**config.mk**
```make
export PLATFORM = sky130hd
export DESIGN_NAME = fetch_decode
export DESIGN_NICKNAME = d
export VERILOG_FILES = /design/src/source/tinker_pkg.sv /design/src/source/fetch_decode.sv
export SDC_FILE = /design/constraint.sdc
export NUM_CORES = 1
export LEC_CHECK = 0
export CORE_AREA = 2 2 192 194
export CTS_CLUSTER_DIAMETER = 100
export CTS_CLUSTER_SIZE = 24
export DETAILED_ROUTE_END_ITERATION = 6
export DIE_AREA = 0 0 194 196
export DONT_BUFFER_PORTS = 1
export GPL_TIMING_DRIVEN = 0
export PLACE_DENSITY = 0.44
export SLEW_MARGIN = 10
export SYNTH_ARGS = -nofsm -noshare
export SYNTH_HDL_FRONTEND = slang
export SYNTH_SLANG_ARGS = --single-unit
export TNS_END_PERCENT = 10
```
**constraint.sdc**
```tcl
create_clock -name clk -period 10.6 [get_ports clk]
set_clock_uncertainty 0.15 [all_clocks]
set_input_delay 1.59 -clock clk [delete_from_list [all_inputs] [get_ports clk]]
set_output_delay 1.59 -clock clk [all_outputs]
set_load 0.03 [all_outputs]
```
**src/source/tinker_pkg.sv**
```systemverilog
package tinker_pkg;

    localparam int XLEN    = 64;  // datapath width
    localparam int INSTR_W = 32;  // fetch word
    localparam int ADDR_W  = 32;  // byte address
    localparam int REG_AW  = 5;   // 32 registers
    localparam int LIT_W   = 12;
    localparam int PC_STEP = 4;   // no branches, pc only steps or holds

    // field lsb positions, literal starts at bit 0
    localparam int OP_LSB = 27;
    localparam int RD_LSB = 22;
    localparam int RS_LSB = 17;
    localparam int RT_LSB = 12;

    // mov r0 r0, opcode 0x11 in bits 31..27
    localparam logic [INSTR_W-1:0] NOP_INSTR = 32'h8800_0000;

    typedef enum logic [4:0] {
        OP_AND    = 5'h00,
        OP_OR     = 5'h01,
        OP_XOR    = 5'h02,
        OP_NOT    = 5'h03,
        OP_SHFTR  = 5'h04,
        OP_SHFTRI = 5'h05,
        OP_SHFTL  = 5'h06,
        OP_SHFTLI = 5'h07,
        OP_HALT   = 5'h0F,
        OP_LOAD   = 5'h10,  // mov rd (rs)(L)
        OP_MOV    = 5'h11,  // mov rd rs
        OP_MOVL   = 5'h12,  // mov rd L, low 12 bits only
        OP_STORE  = 5'h13,  // mov (rd)(L) rs
        OP_ADD    = 5'h18,
        OP_ADDI   = 5'h19,
        OP_SUB    = 5'h1A,
        OP_SUBI   = 5'h1B
    } opcode_t;

    // operand source, newest wins
    typedef enum logic [1:0] {
        FWD_REG,
        FWD_EXMEM,
        FWD_MEMWB
    } fwd_sel_t;

endpackage

```
**src/source/fetch_decode.sv**
```systemverilog
`timescale 1ns/1ps

module fetch_decode #(
    parameter logic [tinker_pkg::ADDR_W-1:0] PC_RESET_ADDR = 32'h2000
) (
    input  logic                           clk,
    input  logic                           reset,
    output logic [tinker_pkg::ADDR_W-1:0]  fetch_addr,
    input  logic [tinker_pkg::INSTR_W-1:0] fetch_instr,
    output logic [tinker_pkg::REG_AW-1:0]  rd,
    output logic [tinker_pkg::REG_AW-1:0]  rs,
    output logic [tinker_pkg::REG_AW-1:0]  rt,
    input  logic [tinker_pkg::XLEN-1:0]    rd_val,
    input  logic [tinker_pkg::XLEN-1:0]    rs_val,
    input  logic [tinker_pkg::XLEN-1:0]    rt_val,
    output tinker_pkg::opcode_t            id_op,
    output logic                           id_reg_write,
    output logic                           id_mem_read,
    output logic                           id_mem_write,
    output logic                           id_halt,
    output logic [tinker_pkg::REG_AW-1:0]  id_rd,
    output logic [tinker_pkg::REG_AW-1:0]  id_rs,
    output logic [tinker_pkg::REG_AW-1:0]  id_rt,
    output logic [tinker_pkg::LIT_W-1:0]   id_lit,
    output logic [tinker_pkg::XLEN-1:0]    id_rd_val,
    output logic [tinker_pkg::XLEN-1:0]    id_rs_val,
    output logic [tinker_pkg::XLEN-1:0]    id_rt_val
);
    logic [tinker_pkg::ADDR_W-1:0]  pc;
    logic [tinker_pkg::INSTR_W-1:0] ifid_instr;
    tinker_pkg::opcode_t            op;
    logic [tinker_pkg::LIT_W-1:0]   lit;
    logic                           reg_write, mem_read, mem_write, halt;
    logic                           stall;

    assign fetch_addr = pc;  // fetch word comes back this cycle

    // pc and IF/ID both freeze on a stall
    always_ff @(posedge clk or posedge reset) begin
        if (reset) begin
            pc         <= PC_RESET_ADDR;
            ifid_instr <= tinker_pkg::NOP_INSTR;
        end else if (!stall) begin
            pc         <= pc + tinker_pkg::PC_STEP;
            ifid_instr <= fetch_instr;
        end
    end

    // field split
    assign op  = tinker_pkg::opcode_t'(ifid_instr[tinker_pkg::OP_LSB +: $bits(op)]);
    assign rd  = ifid_instr[tinker_pkg::RD_LSB +: tinker_pkg::REG_AW];
    assign rs  = ifid_instr[tinker_pkg::RS_LSB +: tinker_pkg::REG_AW];
    assign rt  = ifid_instr[tinker_pkg::RT_LSB +: tinker_pkg::REG_AW];
    assign lit = ifid_instr[tinker_pkg::LIT_W-1:0];

    always_comb begin
        reg_write = 1'b0;
        mem_read  = 1'b0;
        mem_write = 1'b0;
        halt      = 1'b0;
        case (op)
            tinker_pkg::OP_AND, tinker_pkg::OP_OR, tinker_pkg::OP_XOR, tinker_pkg::OP_NOT,
            tinker_pkg::OP_SHFTR, tinker_pkg::OP_SHFTRI, tinker_pkg::OP_SHFTL,
            tinker_pkg::OP_SHFTLI, tinker_pkg::OP_MOV, tinker_pkg::OP_MOVL,
            tinker_pkg::OP_ADD, tinker_pkg::OP_ADDI, tinker_pkg::OP_SUB,
            tinker_pkg::OP_SUBI: reg_write = 1'b1;
            tinker_pkg::OP_LOAD: begin
                reg_write = 1'b1;
                mem_read  = 1'b1;
            end
            tinker_pkg::OP_STORE: mem_write = 1'b1;
            tinker_pkg::OP_HALT:  halt      = 1'b1;
            default: ;  // unknown opcode acts as a nop
        endcase
        if (rd == '0)
            reg_write = 1'b0;  // r0 writes dropped, nop makes no commit
    end

    // load in EX feeding any field of the instruction in ID
    assign stall = id_mem_read && (id_rd != '0)
                   && (id_rd == rd || id_rd == rs || id_rd == rt);

    // ID/EX, a stall clears the control bits so the load moves on alone
    always_ff @(posedge clk or posedge reset) begin
        if (reset) begin
            id_op        <= tinker_pkg::OP_AND;
            id_reg_write <= 1'b0;
            id_mem_read  <= 1'b0;
            id_mem_write <= 1'b0;
            id_halt      <= 1'b0;
            id_rd        <= '0;
            id_rs        <= '0;
            id_rt        <= '0;
            id_lit       <= '0;
            id_rd_val    <= '0;
            id_rs_val    <= '0;
            id_rt_val    <= '0;
        end else begin
            id_op        <= op;
            id_reg_write <= reg_write && !stall;
            id_mem_read  <= mem_read && !stall;
            id_mem_write <= mem_write && !stall;
            id_halt      <= halt && !stall;
            id_rd        <= stall ? '0 : rd;  // bubble has no destination
            id_rs        <= rs;
            id_rt        <= rt;
            id_lit       <= lit;
            id_rd_val    <= rd_val;
            id_rs_val    <= rs_val;
            id_rt_val    <= rt_val;
        end
    end

endmodule

```
# ---- Word level (Yosys, flattened, before mapping)
# Cells that the tools add are included.
dict set report word_totals {
  reg_bits 292
  latchBits 0
  mem_bits_rw 0
  rom_bits 0
  in_bits 226
  output_inout_bits 275
  elab_cells 53
  memories 0
}
dict set report op_classes {
  add_sub_neg 1
  multipliers 0
  n_div 0
  magnitude_cmp 0
  n_eq_ne 19
  n_shift 0
  mux 6
  bitwise_logic 0
  reduce_logical 13
}
# op count
set op_table {}
lappend op_table {{$eq A5 B5 Y1 const B} 8}
lappend op_table {{$add A32 B3 Y32 const B} 1}
lappend op_table {{$eq A5 B3 Y1 const B} 4}
lappend op_table {{$eq A5 B5 Y1} 3}
lappend op_table {{$reduce_or A15 Y1} 1}
lappend op_table {{$eq A5 B2 Y1 const B} 2}
lappend op_table {{$logic_not A5 Y1} 2}
lappend op_table {{$logic_and A1 B1 Y1} 6}
lappend op_table {{$eq A5 B1 Y1 const B} 1}
lappend op_table {{$eq A5 B4 Y1 const B} 1}
lappend op_table {{$mux W1} 5}
lappend op_table {{$mux W5} 1}
lappend op_table {{$reduce_bool A5 Y1} 1}
lappend op_table {{$logic_or A1 B1 Y1} 2}
lappend op_table {{$logic_not A1 Y1} 1}

# ---- Depth between registers and ports, before layout
dict set report depth {
  word_depth 6
  ltp_mapped 7
  mapped_depth_nobuf 6
}

# ---- Least setup slack after synthesis
# Ideal clock, no wire load.
dict set report synth_timing {
  kind {register -> output}
  from {register pc (netlist bit fetch_addr[13])}
  to {output port fetch_addr[13] (netlist name)}
  arrival_time_ns 0.617
  required_time_ns 8.860
  path_slack_ns 8.243
  path_stages_with_launch 1
  path_buffers 0
  path_cell_list {dfstp_2}
}
# element line
set synth_rtl {}
lappend synth_rtl {{start: declaration} fetch_decode.sv:29} ;# logic [tinker_pkg::ADDR_W-1:0] pc;
lappend synth_rtl {{start signal: assignment} fetch_decode.sv:44} ;# pc <= pc + tinker_pkg::PC_STEP;
lappend synth_rtl {{end: declaration} fetch_decode.sv:8} ;# output logic [tinker_pkg::ADDR_W-1:0] fetch_addr,
# No word-level cell between the ends.

# ---- Worst setup path after layout
dict set report layout_timing {
  from {register id_rd[2] (netlist name)}
  to {register ifid_instr[4] (netlist name)}
}
dict set report layout_via {
  elab_chain_len 4
  elab_cells_between_ends 8
  classes_between {eq/ne: 3; reduce/logical: 5}
}
# element line
set layout_rtl {}
lappend layout_rtl {{start: declaration} fetch_decode.sv:21} ;# output logic [tinker_pkg::REG_AW-1:0] id_rd,
lappend layout_rtl {{start signal: assignment} fetch_decode.sv:104} ;# id_rd <= stall ? '0 : rd;
lappend layout_rtl {{$eq A5 B5 Y1} fetch_decode.sv:81} ;# && (id_rd == rd || id_rd == rs || id_rd == rt);
lappend layout_rtl {{$logic_or A1 B1 Y1 (2 in series)} fetch_decode.sv:81}
lappend layout_rtl {{$logic_and A1 B1 Y1 *} fetch_decode.sv:81}
lappend layout_rtl {{end signal: assignment} fetch_decode.sv:42} ;# ifid_instr <= tinker_pkg::NOP_INSTR;
lappend layout_rtl {{end signal: assignment} fetch_decode.sv:45} ;# ifid_instr <= fetch_instr;
lappend layout_rtl {{end: declaration} fetch_decode.sv:30} ;# logic [tinker_pkg::INSTR_W-1:0] ifid_instr;
# Mark *: on every way between the ends. The rest lies on a longest branch, timed or not.
# A chain may end at the register's enable or synchronous reset.

==> results.yml <==
grt:
  grt_usage: 0.146
  grt-ovfl-total: 0
  grt_pass1_vias: 4473
  grt_max_degree: 107
  antenna_found_initial: 32
  grt_pass1_wl_um: 39300
setup_path:
  path_max_fanout: 10
  start_kind: "register"
  worstSetupPathType: "register to register"
  worstRegToRegCells: 6
  crit_required_ns: 10.84
  crit_path_end_kind: "register"
  cp_data_arrival_time_ns: 3.25
floorplanning:
  core_sq_um: 36100
  die-height_um: 196
  start_util: 0.242
  fp-row-count: 70
  die_x_um: 194
  pin_count: 501
  die-area_sq_um: 38000
cells_and_area:
  post-route-util: 0.275
  drive_gt1_frac: 0.177
  areaGrowthSynthToFinish_pct: 13.7
  final_net_count: 732
  multi_input_area_sq_um: 1310
  fillCellCount: 3598
  register_area_sq_um: 7260
sta:
  rsz0062_at_grt: "no"
  worst_pin_slew_ns: 0.584
  setup_viol: 0
  fmax_ghz: 0.332
  relSlewSlack: 0.611
  timing.setup.tns_ns: 0
  min_period_ns: 3.01
  hold_violations: 0
  finalCritPeriodShare: 0.284
  slew_viol_final: 0
clock_network:
  cts_root_buf: "clkbuf_16"
  cts_buffer_depth: 3
  cts_tree: "built"
  cts-hold-fix-buffers: 0
  htreeDepth: 1
  cts_buffers: 17
  cts.repair.resized: 0
  cts_setup_buffers: 0
  clock_sinks: 290
  path_clk_slew_ns: 0.09
  clk_latency_ns: 0.51
synth:
  synth.top_cell.area_share: 0.822
  synth_area_per_cell_sq_um: 18.1
  synth_top_family_by_area: "simple AND/OR/NAND/NOR gates"
  synth_xor_xnor_area_share: 0.0441
  yosys.area.top_type: "dfrtp_1"
  yosys.area_share.adder: 0.00143
  yosysSeqAreaShare: 0.831
  synth.mux.area_fraction: 0.0425
  yosys-top-cells-area: "dfrtp_1, mux2_2, xor2_1, buf_4, xnor2_1"
  synth-simple-area-share: 0.0503
  ys_ff_latch: 290
  ys_warn_count: 0
  yosysUniqueCellTypes: 38
  synth_ff_type: "dfrtp_1"
  syn_inst: 483
  synth_compound_area_frac: 0.0103
  synth_edf_count: 0
  syn_area_sq_um: 8740
  async_flop_share: 1.00
hold_path:
  hold_path_class: "register to register"
  min_path_cells: 0
status:
  outcome: "finished, final reports clean"
power_and_ir_drop:
  p_leak_nw: 4.37
  ir_worst_vdd_uv: 153
  power.density_nw_per_um2: 215
detailed_routing:
  vias: 4168
  dr.pass1.iters: 4
  drt-wirelength-per-cell_um: 29.0
  drc_errors: 0
  routed_wl_um: 28600
  first_iter_violations: 124
  ant_nets: 0
  vias_per_cell: 4.22
place:
  numPortBuffers: 0
  hpwlAfterDp_um: 23000
  gp_congestion: 0.895
run:
  cap_violations: 0
==> critical path, cell delays in order, from the launching register on <==
cell	delay (ns)
dfrtp_1	0.57
xor2_1	0.24
nor3_1	0.48
nand2_1	0.20
a31oi_4	0.37
buf_2	0.47
mux2_2	0.39
==> cell usage in the layout, fill, tap and decap left out, drive strengths merged, types with 3 or more instances in the layout <==
cell,synthesis,final
inv,3,5
nand3,7,7
nor2b,5,5
and3,4,4
nor4,3,3
nor2,16,16
nand2,14,14
buf,23,25
nor3,13,13
dfstp,3,3
dfrtp,287,287
clkbuf,0,18
mux2,33,33
xor2,34,34
nor3b,4,4
xnor2,10,10
diode,0,10
o21ai,3,3
==> cell families (layout without fill, tap and decap cells) <==
kind of cell               after synthesis  after routing
other                                    1             12
muxes                                   33             33
buffers and inverters                   26             51
DFF                                    290            290
adders and majority gates                1              1
and+or+nand+nor                         79             79
AOI/OAI and AO/OA                        9              9
xor gates and xnor gates                44             44
==> where the power goes <==
group / internal [mW] / switching [mW]
sequential: 1.17 / 0.179
clock: 0.332 / 0.371
combinational: 0.0326 / 0.0508
total: 1.53 / 0.601
==> through the flow <==
| stage | hold slack (ns) | std cells | setup WS, ns | area, sq um | power, mW |
|---|---|---|---|---|---|
| final | 0.229 | 987 | 7.59 | 9930 | 2.13 |
| after global routing | 0.236 | 981 | 7.32 | 9920 | 2.22 |
| after CTS | 0.230 | 977 | 7.38 | 9910 | 2.17 |
| after detailed placement | 0.210 | 954 | 7.40 | 9390 | 1.46 |
| after global placement | 0.203 | 952 | -1.55 | 9330 | 1.45 |
| after floorplan | 0.199 | 484 | 0.859 | 8740 | 1.41 |
==> final cells by class <==
class	instances	share of cell area
flip-flops and latches	290	0.731
multi-input cells	168	0.131
well taps	468	0.0589
clock buffers	18	0.0442
plain buffers	23	0.0165
clock inverters	5	0.00806
repair buffers	2	0.00554
diodes	10	0.00252
inverters	3	0.00189
==> per-layer routing <==
metal,wire (um),vias to the layer above,global-route usage
met5,0,-,0
met2,15000,288,0.260
met3,2390,74,0.0468
li1,-,1614,-
met1,10300,2192,0.167
met4,919,0,0.0426
==> final timing paths <==
kind	from	endpoint	slack (ns)
hold reg to reg	ifid_instr[8]$_DFFE_PP0N_	id_lit[8]$_DFF_PP0_	0.23
min in group asynchronous	reset	id_rd_val[57]$_DFF_PP0_	0.84
hold / removal	ifid_instr[8]$_DFFE_PP0N_	id_lit[8]$_DFF_PP0_	0.23
setup / recovery	id_rd[2]$_DFF_PP0_	ifid_instr[4]$_DFFE_PP0N_	7.59
max in group asynchronous	reset	id_lit[5]$_DFF_PP0_	8.53
setup reg to reg	id_rd[2]$_DFF_PP0_	ifid_instr[4]$_DFFE_PP0N_	7.59
==> state kept, by name, summed over array words and instances (netlist names), 12 cells and up <==
register and cells:
fetch_addr 30, id_lit 12, id_rd_val 64, id_rs_val 64
id_rt_val 64, ifid_instr 32
==> cell usage after synthesis (all sizes together) (2+ instances only) <==
| library cell | number |
|---|---|
| nand3b | 2 |
| inv | 3 |
| buf | 23 |
| nor2 | 16 |
| nor3b | 4 |
| mux2 | 33 |
| nor4 | 3 |
| nand4 | 2 |
| and3 | 4 |
| dfstp | 3 |
| or4 | 2 |
| nand3 | 7 |
| o2111ai | 2 |
| xnor2 | 10 |
| nand2 | 14 |
| and4 | 2 |
| dfrtp | 287 |
| nor3 | 13 |
| nor2b | 5 |
| o21ai | 3 |
| xor2 | 34 |
Note: power is estimated with default switching activity, not from simulation.
