$ cat config.mk
export PLATFORM = sky130hd
export DESIGN_NAME = mem_writeback
export DESIGN_NICKNAME = d
export VERILOG_FILES = /design/src/source/tinker_pkg.sv /design/src/source/mem_writeback.sv
export SDC_FILE = /design/constraint.sdc
export NUM_CORES = 1
export LEC_CHECK = 0
export BUFFER_PORTS_ARGS = -buffer_cell sky130_fd_sc_hd__buf_4
export CORE_MARGIN = 2
export CORE_UTILIZATION = 36
export DETAILED_ROUTE_END_ITERATION = 10
export PLACE_DENSITY = 0.74
export SYNTH_ARGS = -nofsm -noshare
export SYNTH_HDL_FRONTEND = slang
export SYNTH_SLANG_ARGS = --single-unit
$ cat constraint.sdc
create_clock -name clk -period 2.5 [get_ports clk]
set_clock_uncertainty 0.15 [all_clocks]
set_input_delay 0.625 -clock clk [delete_from_list [all_inputs] [get_ports clk]]
set_output_delay 0.625 -clock clk [all_outputs]
set_load 0.1 [all_outputs]
$ cat src/source/tinker_pkg.sv
package tinker_pkg;

    localparam int XLEN    = 64;  // datapath width
    localparam int INSTR_W = 32;  // fetch word
    localparam int ADDR_W  = 32;  // byte address
    localparam int REG_AW  = 5;   // 32 registers
    localparam int LIT_W   = 12;
    localparam int PC_STEP = 4;   // no branches, pc only steps or holds

    // field lsb positions, literal starts at bit 0
    localparam int OP_LSB = 27;
    localparam int RD_LSB = 22;
    localparam int RS_LSB = 17;
    localparam int RT_LSB = 12;

    // mov r0 r0, opcode 0x11 in bits 31..27
    localparam logic [INSTR_W-1:0] NOP_INSTR = 32'h8800_0000;

    typedef enum logic [4:0] {
        OP_AND    = 5'h00,
        OP_OR     = 5'h01,
        OP_XOR    = 5'h02,
        OP_NOT    = 5'h03,
        OP_SHFTR  = 5'h04,
        OP_SHFTRI = 5'h05,
        OP_SHFTL  = 5'h06,
        OP_SHFTLI = 5'h07,
        OP_HALT   = 5'h0F,
        OP_LOAD   = 5'h10,  // mov rd (rs)(L)
        OP_MOV    = 5'h11,  // mov rd rs
        OP_MOVL   = 5'h12,  // mov rd L, low 12 bits only
        OP_STORE  = 5'h13,  // mov (rd)(L) rs
        OP_ADD    = 5'h18,
        OP_ADDI   = 5'h19,
        OP_SUB    = 5'h1A,
        OP_SUBI   = 5'h1B
    } opcode_t;

    // operand source, newest wins
    typedef enum logic [1:0] {
        FWD_REG,
        FWD_EXMEM,
        FWD_MEMWB
    } fwd_sel_t;

endpackage

$ cat src/source/mem_writeback.sv
`timescale 1ns/1ps

module mem_writeback (
    input  logic                          clk,
    input  logic                          reset,
    input  logic                          ex_mem_read,
    input  logic [tinker_pkg::REG_AW-1:0] ex_rd,
    input  logic                          mem_reg_write,
    input  logic                          mem_halt,
    input  logic [tinker_pkg::XLEN-1:0]   mem_result,
    input  logic [tinker_pkg::XLEN-1:0]   data_rdata,  // combinational load data
    output logic                          wb_we,
    output logic [tinker_pkg::REG_AW-1:0] wb_rd,
    output logic [tinker_pkg::XLEN-1:0]   wb_data,
    output logic                          hlt
);

    // MEM/WB, the load data is picked here so WB needs no mux
    always_ff @(posedge clk or posedge reset) begin
        if (reset) begin
            wb_we   <= 1'b0;
            wb_rd   <= '0;
            wb_data <= '0;
            hlt     <= 1'b0;
        end else begin
            wb_we   <= mem_reg_write;
            wb_rd   <= ex_rd;
            wb_data <= ex_mem_read ? data_rdata : mem_result;
            hlt     <= mem_halt;  // high while halt sits in MEM/WB
        end
    end

endmodule

**After elaboration in Yosys (flattened, before gate mapping)**

Index checks and enable logic that the tools add are counted.

- Register bits: 71
- Logic and storage cells: 5

- Multiplexer cells: 1

Operator list:

| kind | count |
|---|---|
| $mux 64 | 1 |

**Logic depth before layout (Yosys ltp)**

Gate-level depths: netlist of the first run.

- Depth after elaboration: 1
- Depth in mapped cells: 3
- Depth with buffers taken out: 1

**Worst setup path after synthesis of the first run**

No wires, ideal clock.

- Path type: reg2out
- Start: register hlt
- End: output port hlt
- Arrival time: 883 ps
- Required time: 1725 ps
- Path slack: 842 ps
- Cell stages (with the launch flop): 1
- Cell sequence: dfrtp_1

RTL lines:

| element | RTL line | RTL |
|---|---|---|
| start, declared | mem_writeback.sv:15 | `output logic hlt` |
| start signal, assigned | mem_writeback.sv:29 | `hlt <= mem_halt;` |

No word-level cell between the ends.

**Worst setup path in the final report of the first run**

- Start: register wb_data[44] (netlist name)
- End: output port wb_data[44] (netlist name)

RTL lines:

| element | RTL line | RTL |
|---|---|---|
| start, declared | mem_writeback.sv:14 | `output logic [tinker_pkg::XLEN-1:0] wb_data,` |
| start signal, assigned | mem_writeback.sv:28 | `wb_data <= ex_mem_read ? data_rdata : mem_result;` |

No word-level cell between the ends.

==> summary.txt, run 1 <==
Status = complete, no violations
Syn_area_per_cell = 20.0 µm²
Achievable Freq = 573 MHz
Crit Path Category = reg -> out
Filler cells = 610
Critical path required time = 1.73 ns
ANT cells = 0
Setup TNS = 0 ns
Routability congestion estimate = 0.679
Period utilization = 0.697
Buffers & Inverters on Critical Path = 1
First-pass detailed-route iteration total = 3
CTS sink count = 71
All-layer global routing usage = 0.159
Synth cell types = 6
FP Rows = 32
Clock slew at reported path FFs = 0.08 ns
Register area share after synthesis = 0.622
Initial DRC Count = 48
Data arrival, critical path = 0.97 ns
CP cell instances = buf_4
Drt via density = 4.25
Slew margin rel. = 0.658
Placed cells = 449
WL/cell = 14.8 µm
Setup-failing EPs final = 0
Post-CTS resize count = 0
Startpoint types = register
Pin count of the biggest net entering global routing = 65
Ranking of synthesized cells by area = dfrtp_1, mux2_4, buf_12, mux2_2, buf_6
Crit path capture type = output port
Fin crit period = 1.74 ns
Complex-gate fraction of the synthesized area = 0
Clock buffer depth = 2
Die area = 8670 µm²
WP depth = 1
Die Ht = 93.1 µm
Cell area after synthesis = 2860 µm²
CTS H-Tree Depth = 3
Syn nets = 281
ANT nets after route = 0
Share of layout cells above drive strength 1 = 0.804
Core Box Area = 7730 µm²
# nets final = 496
Adder-Cell Fraction of Synth Area = 0
Worst path max stage delay = 0.35 ns
CTS Hold Bufs = 0
Vias post-DR = 1974
Vias in the first global route = 2091
CTS root buffer = clkbuf_8
Worst IR drop on VDD = 0.388 mV
Num CTS Buffers = 9
Worst-Margin Slew = 0.513 ns
Syn Inst Count = 143
Antenna violations before repair = 0
Worst path slowest cell = dfrtp_1
Mux share of post-synthesis cell area = 0.331
Fin util = 0.605
Hold crit path type = in -> async
Grt total ovfl = 0
Synth Area in XOR/XNOR = 0
Leak = 2.46 nW
Max FO, Critical Path = 1
Area leader, netlist = dfrtp_1
Post-synth top area share = 0.622
Fin cells = 464
Final Max Slew Viols = 0
First-pass GRT wire length = 10400 µm
Cell family with most CP delay = flip-flops
Port Buffers = 208
#FFs+latches synth = 71
CTS tree = built
Die X = 93.1 µm
Initial core utilization = 0.370
Unrepaired setup endpoints after global routing = false
Count of final hold-check violations = 0
Number of I/O pins = 209
Max-cap violation count = 0
Drt drc = 0
Setup Fix Bufs, Post-CTS = 0
Largest family of logic cells by synthesized area = multiplexers
Synth-to-layout area growth = 63.7%
Yosys warnings = 0
Post-Synth Simple-Gate Area = 0
Pwr per Cell Area = 719 nW/µm²
Total Routed Length = 6860 µm
==> registers in the layout (all words and copies together), names as in the netlist <==
| name | count |
|---|---|
| hlt | 1 |
| wb_data | 64 |
| wb_rd | 5 |
| wb_we | 1 |
==> power by group <==
part           switching [mW]  total [mW]  internal (mW)
logic                   0.785        1.15          0.367
registers              0.0242        1.26           1.23
clock network           0.399       0.954          0.554
total                    1.21        3.36           2.15
==> final timing paths <==
kind,end,from
max in group asynchronous,wb_data[6]$_DFF_PP0_,reset
min in group clk,wb_rd[0]$_DFF_PP0_,ex_rd[0]
setup / recovery,wb_data[44],wb_data[44]$_DFF_PP0_
hold / removal,wb_data[16]$_DFF_PP0_,reset
==> final cells by class <==
cell class	instances	area (µm²)	share of cell area
clock inverter	6	86.3	0.0185
tap	102	128	0.0273
clock buffer	9	124	0.0265
timing repair buffer	211	1610	0.344
sequential	71	1780	0.380
inverter	1	7.51	0.00161
multi-input combinational	64	946	0.202
==> metal layers <==
layer	global-route usage	wire (µm)	vias to the layer above
met2	0.298	3730	125
li1	-	-	917
met4	0.0515	62	0
met5	0	0	-
met1	0.162	2310	927
met3	0.0612	751	5
==> cells in the mapped netlist <==
cell type and count:
dfrtp_1 71, mux2_4 60, buf_12 6, mux2_2 4
buf_6 1, inv_1 1
==> layout by cell type (no fill, tap or decap) <==
master	netlist	final
clkinvlp_4	0	2
mux2_2	4	4
buf_4	0	209
clkbuf_8	0	9
dfrtp_1	71	71
bufinv_16	0	2
buf_12	6	2
clkinv_2	0	2
mux2_4	60	60
clkinv_4	0	1
==> cells by family after synthesis <==
| family | Yosys count |
|---|---|
| buffers and inverters | 8 |
| DFF | 71 |
| muxes | 64 |
==> metrics by stage <==
stage          power (mW)  setup slack (ns)  area, µm²  hold slack, ns
4_1_cts              3.41             0.731       4680           0.177
2_1_floorplan        2.10             0.842       2860           0.506
6_report             3.36             0.756       4680           0.181
5_1_grt              3.50             0.712       4680           0.183
3_5_place_dp         2.44             0.686       4470           0.533
3_3_place_gp         2.43             0.707       4470           0.536
No activity file was read; power rests on OpenSTA's default activity.
==> run 2: changes to the inputs <==
CORE_UTILIZATION = 40   (was 36)
PLACE_DENSITY = 0.78   (was 0.74)
clock period = 1.8 ns   (was 2.5 ns; I/O delays follow)
==> run 2 against run 1 <==
Net effect:
- setup slack got worse by 0.52 ns
- count of clock-buffer cells in the layout increased by 1
- clock power increased by 27%
- highest routed layer unchanged
==> summary.txt, run 2 (same netlist as run 1, synthesis figures left out) <==
Status = complete, no violations
Data arrival, critical path = 0.97 ns
CTS sink count = 71
First-pass GRT wire length = 10600 µm
HPWL after DPL = 5800 µm
Max-cap violation count = 0
Worst path max stage delay = 0.34 ns
CTS H-Tree Depth = 3
Worst IR drop on VDD = 0.458 mV
ANT cells = 0
Biggest regs = wb_data x64, wb_rd x5
First-pass detailed-route iteration total = 3
Drt drc = 0
Startpoint types = register
Cell family with most CP delay = flip-flops
Antenna violations before repair = 0
Vias post-DR = 2013
Placed cells = 447
Final Max Slew Viols = 0
Initial core utilization = 0.416
Buffers & Inverters on Critical Path = 1
CTS tree = built
Count of final hold-check violations = 0
Worst path slowest cell = dfrtp_1
Achievable Freq = 639 MHz
# nets final = 501
Crit path capture type = output port
Fin util = 0.686
Most common cell after layout, fill and taps aside = buf_4
Hold crit path type = in -> reg
Most frequent cells in the layout = buf_4, dfrtp_1, mux2_4
Total Routed Length = 7150 µm
Pin count of the biggest net entering global routing = 32
Die X = 88.5 µm
Period utilization = 0.870
Unrepaired setup endpoints after global routing = false
Synth-to-layout area growth = 64.9%
Die area = 7840 µm²
Port Buffers = 208
WL/cell = 15.4 µm
Fin cells = 464
Biggest register = wb_data
CTS root buffer = clkbuf_8
Setup TNS = 0 ns
Crit Path Category = reg -> out
Grt total ovfl = 0
ANT nets after route = 0
Num CTS Buffers = 9
Drt via density = 4.34
PnR worst setup slack = 0.234 ns
Clock buffer depth = 2
Worst-Margin Slew = 0.475 ns
Number of I/O pins = 209
Fin crit period = 1.57 ns
Setup-failing EPs final = 0
Die Ht = 88.5 µm
Routability congestion estimate = 0.785
Worst slack at placement = 0.212 ns
Slew margin rel. = 0.683
Max FO, Critical Path = 1
Setup Fix Bufs, Post-CTS = 0
Leak = 2.49 nW
Share of layout cells above drive strength 1 = 0.802
Critical path required time = 1.20 ns
FP Rows = 30
Core Box Area = 6870 µm²
Vias in the first global route = 2179
Pwr per Cell Area = 969 nW/µm²
Max reg flops = 64
CP cell instances = buf_4
Initial DRC Count = 29
Clock slew at reported path FFs = 0.08 ns
All-layer global routing usage = 0.187
## run 2: cell count changes in the layout (fill, tap and decap cells not counted)
cell           before  now
buf_12              2    4
clkbuf_1            0    1
dlygate4sd3_1       0    1
buf_4             209  211
clkinv_2            2    3
bufinv_16           2    1
## run 2: through the flow
step | instance area, µm² | hold WS, ns | power (mW)
2_1_floorplan | 2860 | 0.331 | 2.92
3_5_place_dp | 4510 | 0.351 | 3.40
5_1_grt | 4710 | 0.0470 | 4.75
6_report | 4710 | 0.0693 | 4.57
3_3_place_gp | 4510 | 0.346 | 3.38
4_1_cts | 4710 | 0.0497 | 4.62
## run 2: repair_timing
action                    CTS  global route
hold endpoints to repair   16             0
hold buffers                1             0
gates resized for setup     0             0
## run 2: where the power goes
group	internal, mW	total (mW)	switching, mW
Combinational	0.521	1.61	1.09
Clock	0.636	1.21	0.577
Sequential	1.71	1.74	0.0312
Total	2.87	4.57	1.70
## run 2: cell type report
class	instances	area (µm²)
multi-input cells	64	946
fillers	498	2160
clock buffers	10	128
repair buffers	216	1670
clock inverters	6	61.3
flip-flops and latches	71	1780
well taps	96	120
inverters	1	7.51
## run 2: metal layers
metal  vias up  part of all wire  track usage
met5         -                 0            0
met2       133              0.52        0.334
li1        929                 -            -
met3        22              0.11       0.0728
met4         0             0.041        0.124
met1       929              0.32        0.177
## run 2: final timing paths
| check | startpoint | end | slack [ns] | depth (start not counted) |
|---|---|---|---|---|
| max | wb_data[48]$_DFF_PP0_ | wb_data[48] | 0.23 | 1 |
| min | ex_rd[1] | wb_rd[1]$_DFF_PP0_ | 0.07 | 1 |
| min in group asynchronous | reset | wb_data[21]$_DFF_PP0_ | 0.56 | 3 |
| max in group asynchronous | reset | wb_data[30]$_DFF_PP0_ | 0.45 | 4 |
==> run 3: changes to the inputs <==
CORE_UTILIZATION = 28   (was 40)
PLACE_DENSITY = 0.58   (was 0.78)
==> run 3 against run 2 <==
Net effect:
- setup slack worse by 0.017 ns
- count of clock-buffer cells in the layout is 1 lower
- via count is 0.99% lower
- total power is 2.6% lower
- clock power is 9% lower
- final cell count is 7.8% higher
- global-route usage is 5.9 points lower
- combinational power hardly changed
- sequential share of layout area is 0.050 points higher
- utilization is 21 points lower
- cell area is 0.13% lower
- critical endpoint is now wb_data[28]
- largest power group unchanged
==> summary.txt, run 3 (same netlist as run 1, synthesis figures left out) <==
Die area = 11000 µm²
Max FO, Critical Path = 1
Worst IR drop on VDD = 0.385 mV
Post-CTS resize count = 0
Period utilization = 0.879
Placed cells = 484
CTS root buffer = clkbuf_8
Vias in the first global route = 2145
Routability congestion estimate = 0.660
ANT cells = 0
Achievable Freq = 632 MHz
Core Box Area = 9820 µm²
Total Routed Length = 7050 µm
CTS sink count = 71
Antenna violations before repair = 0
Grt total ovfl = 0
Drt drc = 0
Pin count of the biggest net entering global routing = 40
Drt via density = 3.99
Hold crit path type = in -> reg
Num CTS Buffers = 9
Setup TNS = 0 ns
HPWL after DPL = 5610 µm
WL/cell = 14.1 µm
Fin cells = 500
CTS Hold Bufs = 0
# nets final = 500
Count of final hold-check violations = 0
Port Buffers = 208
Pwr per Cell Area = 945 nW/µm²
Max reg flops = 64
CTS tree = built
Leak = 2.46 nW
Status = complete, no violations
Setup Fix Bufs, Post-CTS = 0
FP Rows = 36
Clock buffer depth = 2
Max-cap violation count = 0
Unrepaired setup endpoints after global routing = false
Cell family with most CP delay = flip-flops
CTS H-Tree Depth = 3
Die X = 105 µm
Final Max Slew Viols = 0
Die Ht = 105 µm
Vias post-DR = 1993
All-layer global routing usage = 0.129
Biggest register = wb_data
Most frequent cells in the layout = buf_4, dfrtp_1, mux2_4
CP Capture Point = wb_data[28]
Initial core utilization = 0.291
Worst-Margin Slew = 0.501 ns
Initial DRC Count = 42
Startpoint types = register
Most common cell after layout, fill and taps aside = buf_4
Worst path max stage delay = 0.35 ns
Clock slew at reported path FFs = 0.08 ns
ANT nets after route = 0
Buffers & Inverters on Critical Path = 1
Biggest regs = wb_data x64, wb_rd x5
Data arrival, critical path = 0.98 ns
Number of I/O pins = 209
Hold path startpoint = ex_rd[0]
Critical path required time = 1.20 ns
First-pass detailed-route iteration total = 3
Crit path capture type = output port
Setup-failing EPs final = 0
First-pass GRT wire length = 10900 µm
Slew margin rel. = 0.666
Synth-to-layout area growth = 64.7%
WP depth = 1
CP cell instances = buf_4
Crit path from = wb_data[28]$_DFF_PP0_
Fin crit period = 1.58 ns
Worst path slowest cell = dfrtp_1
Share of layout cells above drive strength 1 = 0.807
Crit Path Category = reg -> out
## run 3: per-layer routing
layer	global-route usage	share of wire	vias up
met3	0.0487	0.091	11
met5	0	0	-
met1	0.132	0.35	942
met4	0.0543	0.018	0
met2	0.233	0.54	113
li1	-	-	927
## run 3: cell type report
cell class | instances | area [µm²]
Timing Repair Buffer | 215 | 1640
Clock buffer | 9 | 124
Clock inverter | 7 | 47.5
Multi-Input combinational cell | 64 | 946
Fill cell | 905 | 5110
Sequential cell | 71 | 1780
Tap cell | 133 | 166
Inverter | 1 | 7.51
## run 3: worst min-delay path by stage
stage | to | slack, ns | depth (start not counted)
global route | hlt$_DFF_PP0_ | 0.03 | 1
finish | wb_rd[0]$_DFF_PP0_ | 0.06 | 1
detailed placement | wb_rd[1]$_DFF_PP0_ | 0.41 | 1
global placement | wb_rd[3]$_DFF_PP0_ | 0.41 | 1
floorplan | hlt$_DFF_PP0_ | 0.33 | 0
CTS | wb_rd[1]$_DFF_PP0_ | 0.04 | 1
## run 3: per-stage QoR
| step | util | hold WS [ns] | setup WS [ns] | power [mW] | cell area (µm²) |
|---|---|---|---|---|---|
| 3_3_place_gp | 0.462 | 0.410 | 0.297 | 3.38 | 4540 |
| 4_1_cts | 0.479 | 0.0417 | 0.191 | 4.52 | 4710 |
| 3_5_place_dp | 0.462 | 0.410 | 0.267 | 3.39 | 4540 |
| 6_report | 0.479 | 0.0631 | 0.218 | 4.45 | 4710 |
| 2_1_floorplan | - | 0.331 | 0.317 | 2.92 | 2860 |
| 5_1_grt | 0.479 | 0.0330 | 0.164 | 4.63 | 4710 |
## run 3: report_power, final
group	total, mW	internal [mW]	switching (mW)
registers	1.74	1.71	0.0331
logic	1.60	0.513	1.09
clock network	1.10	0.499	0.604
total	4.45	2.72	1.73
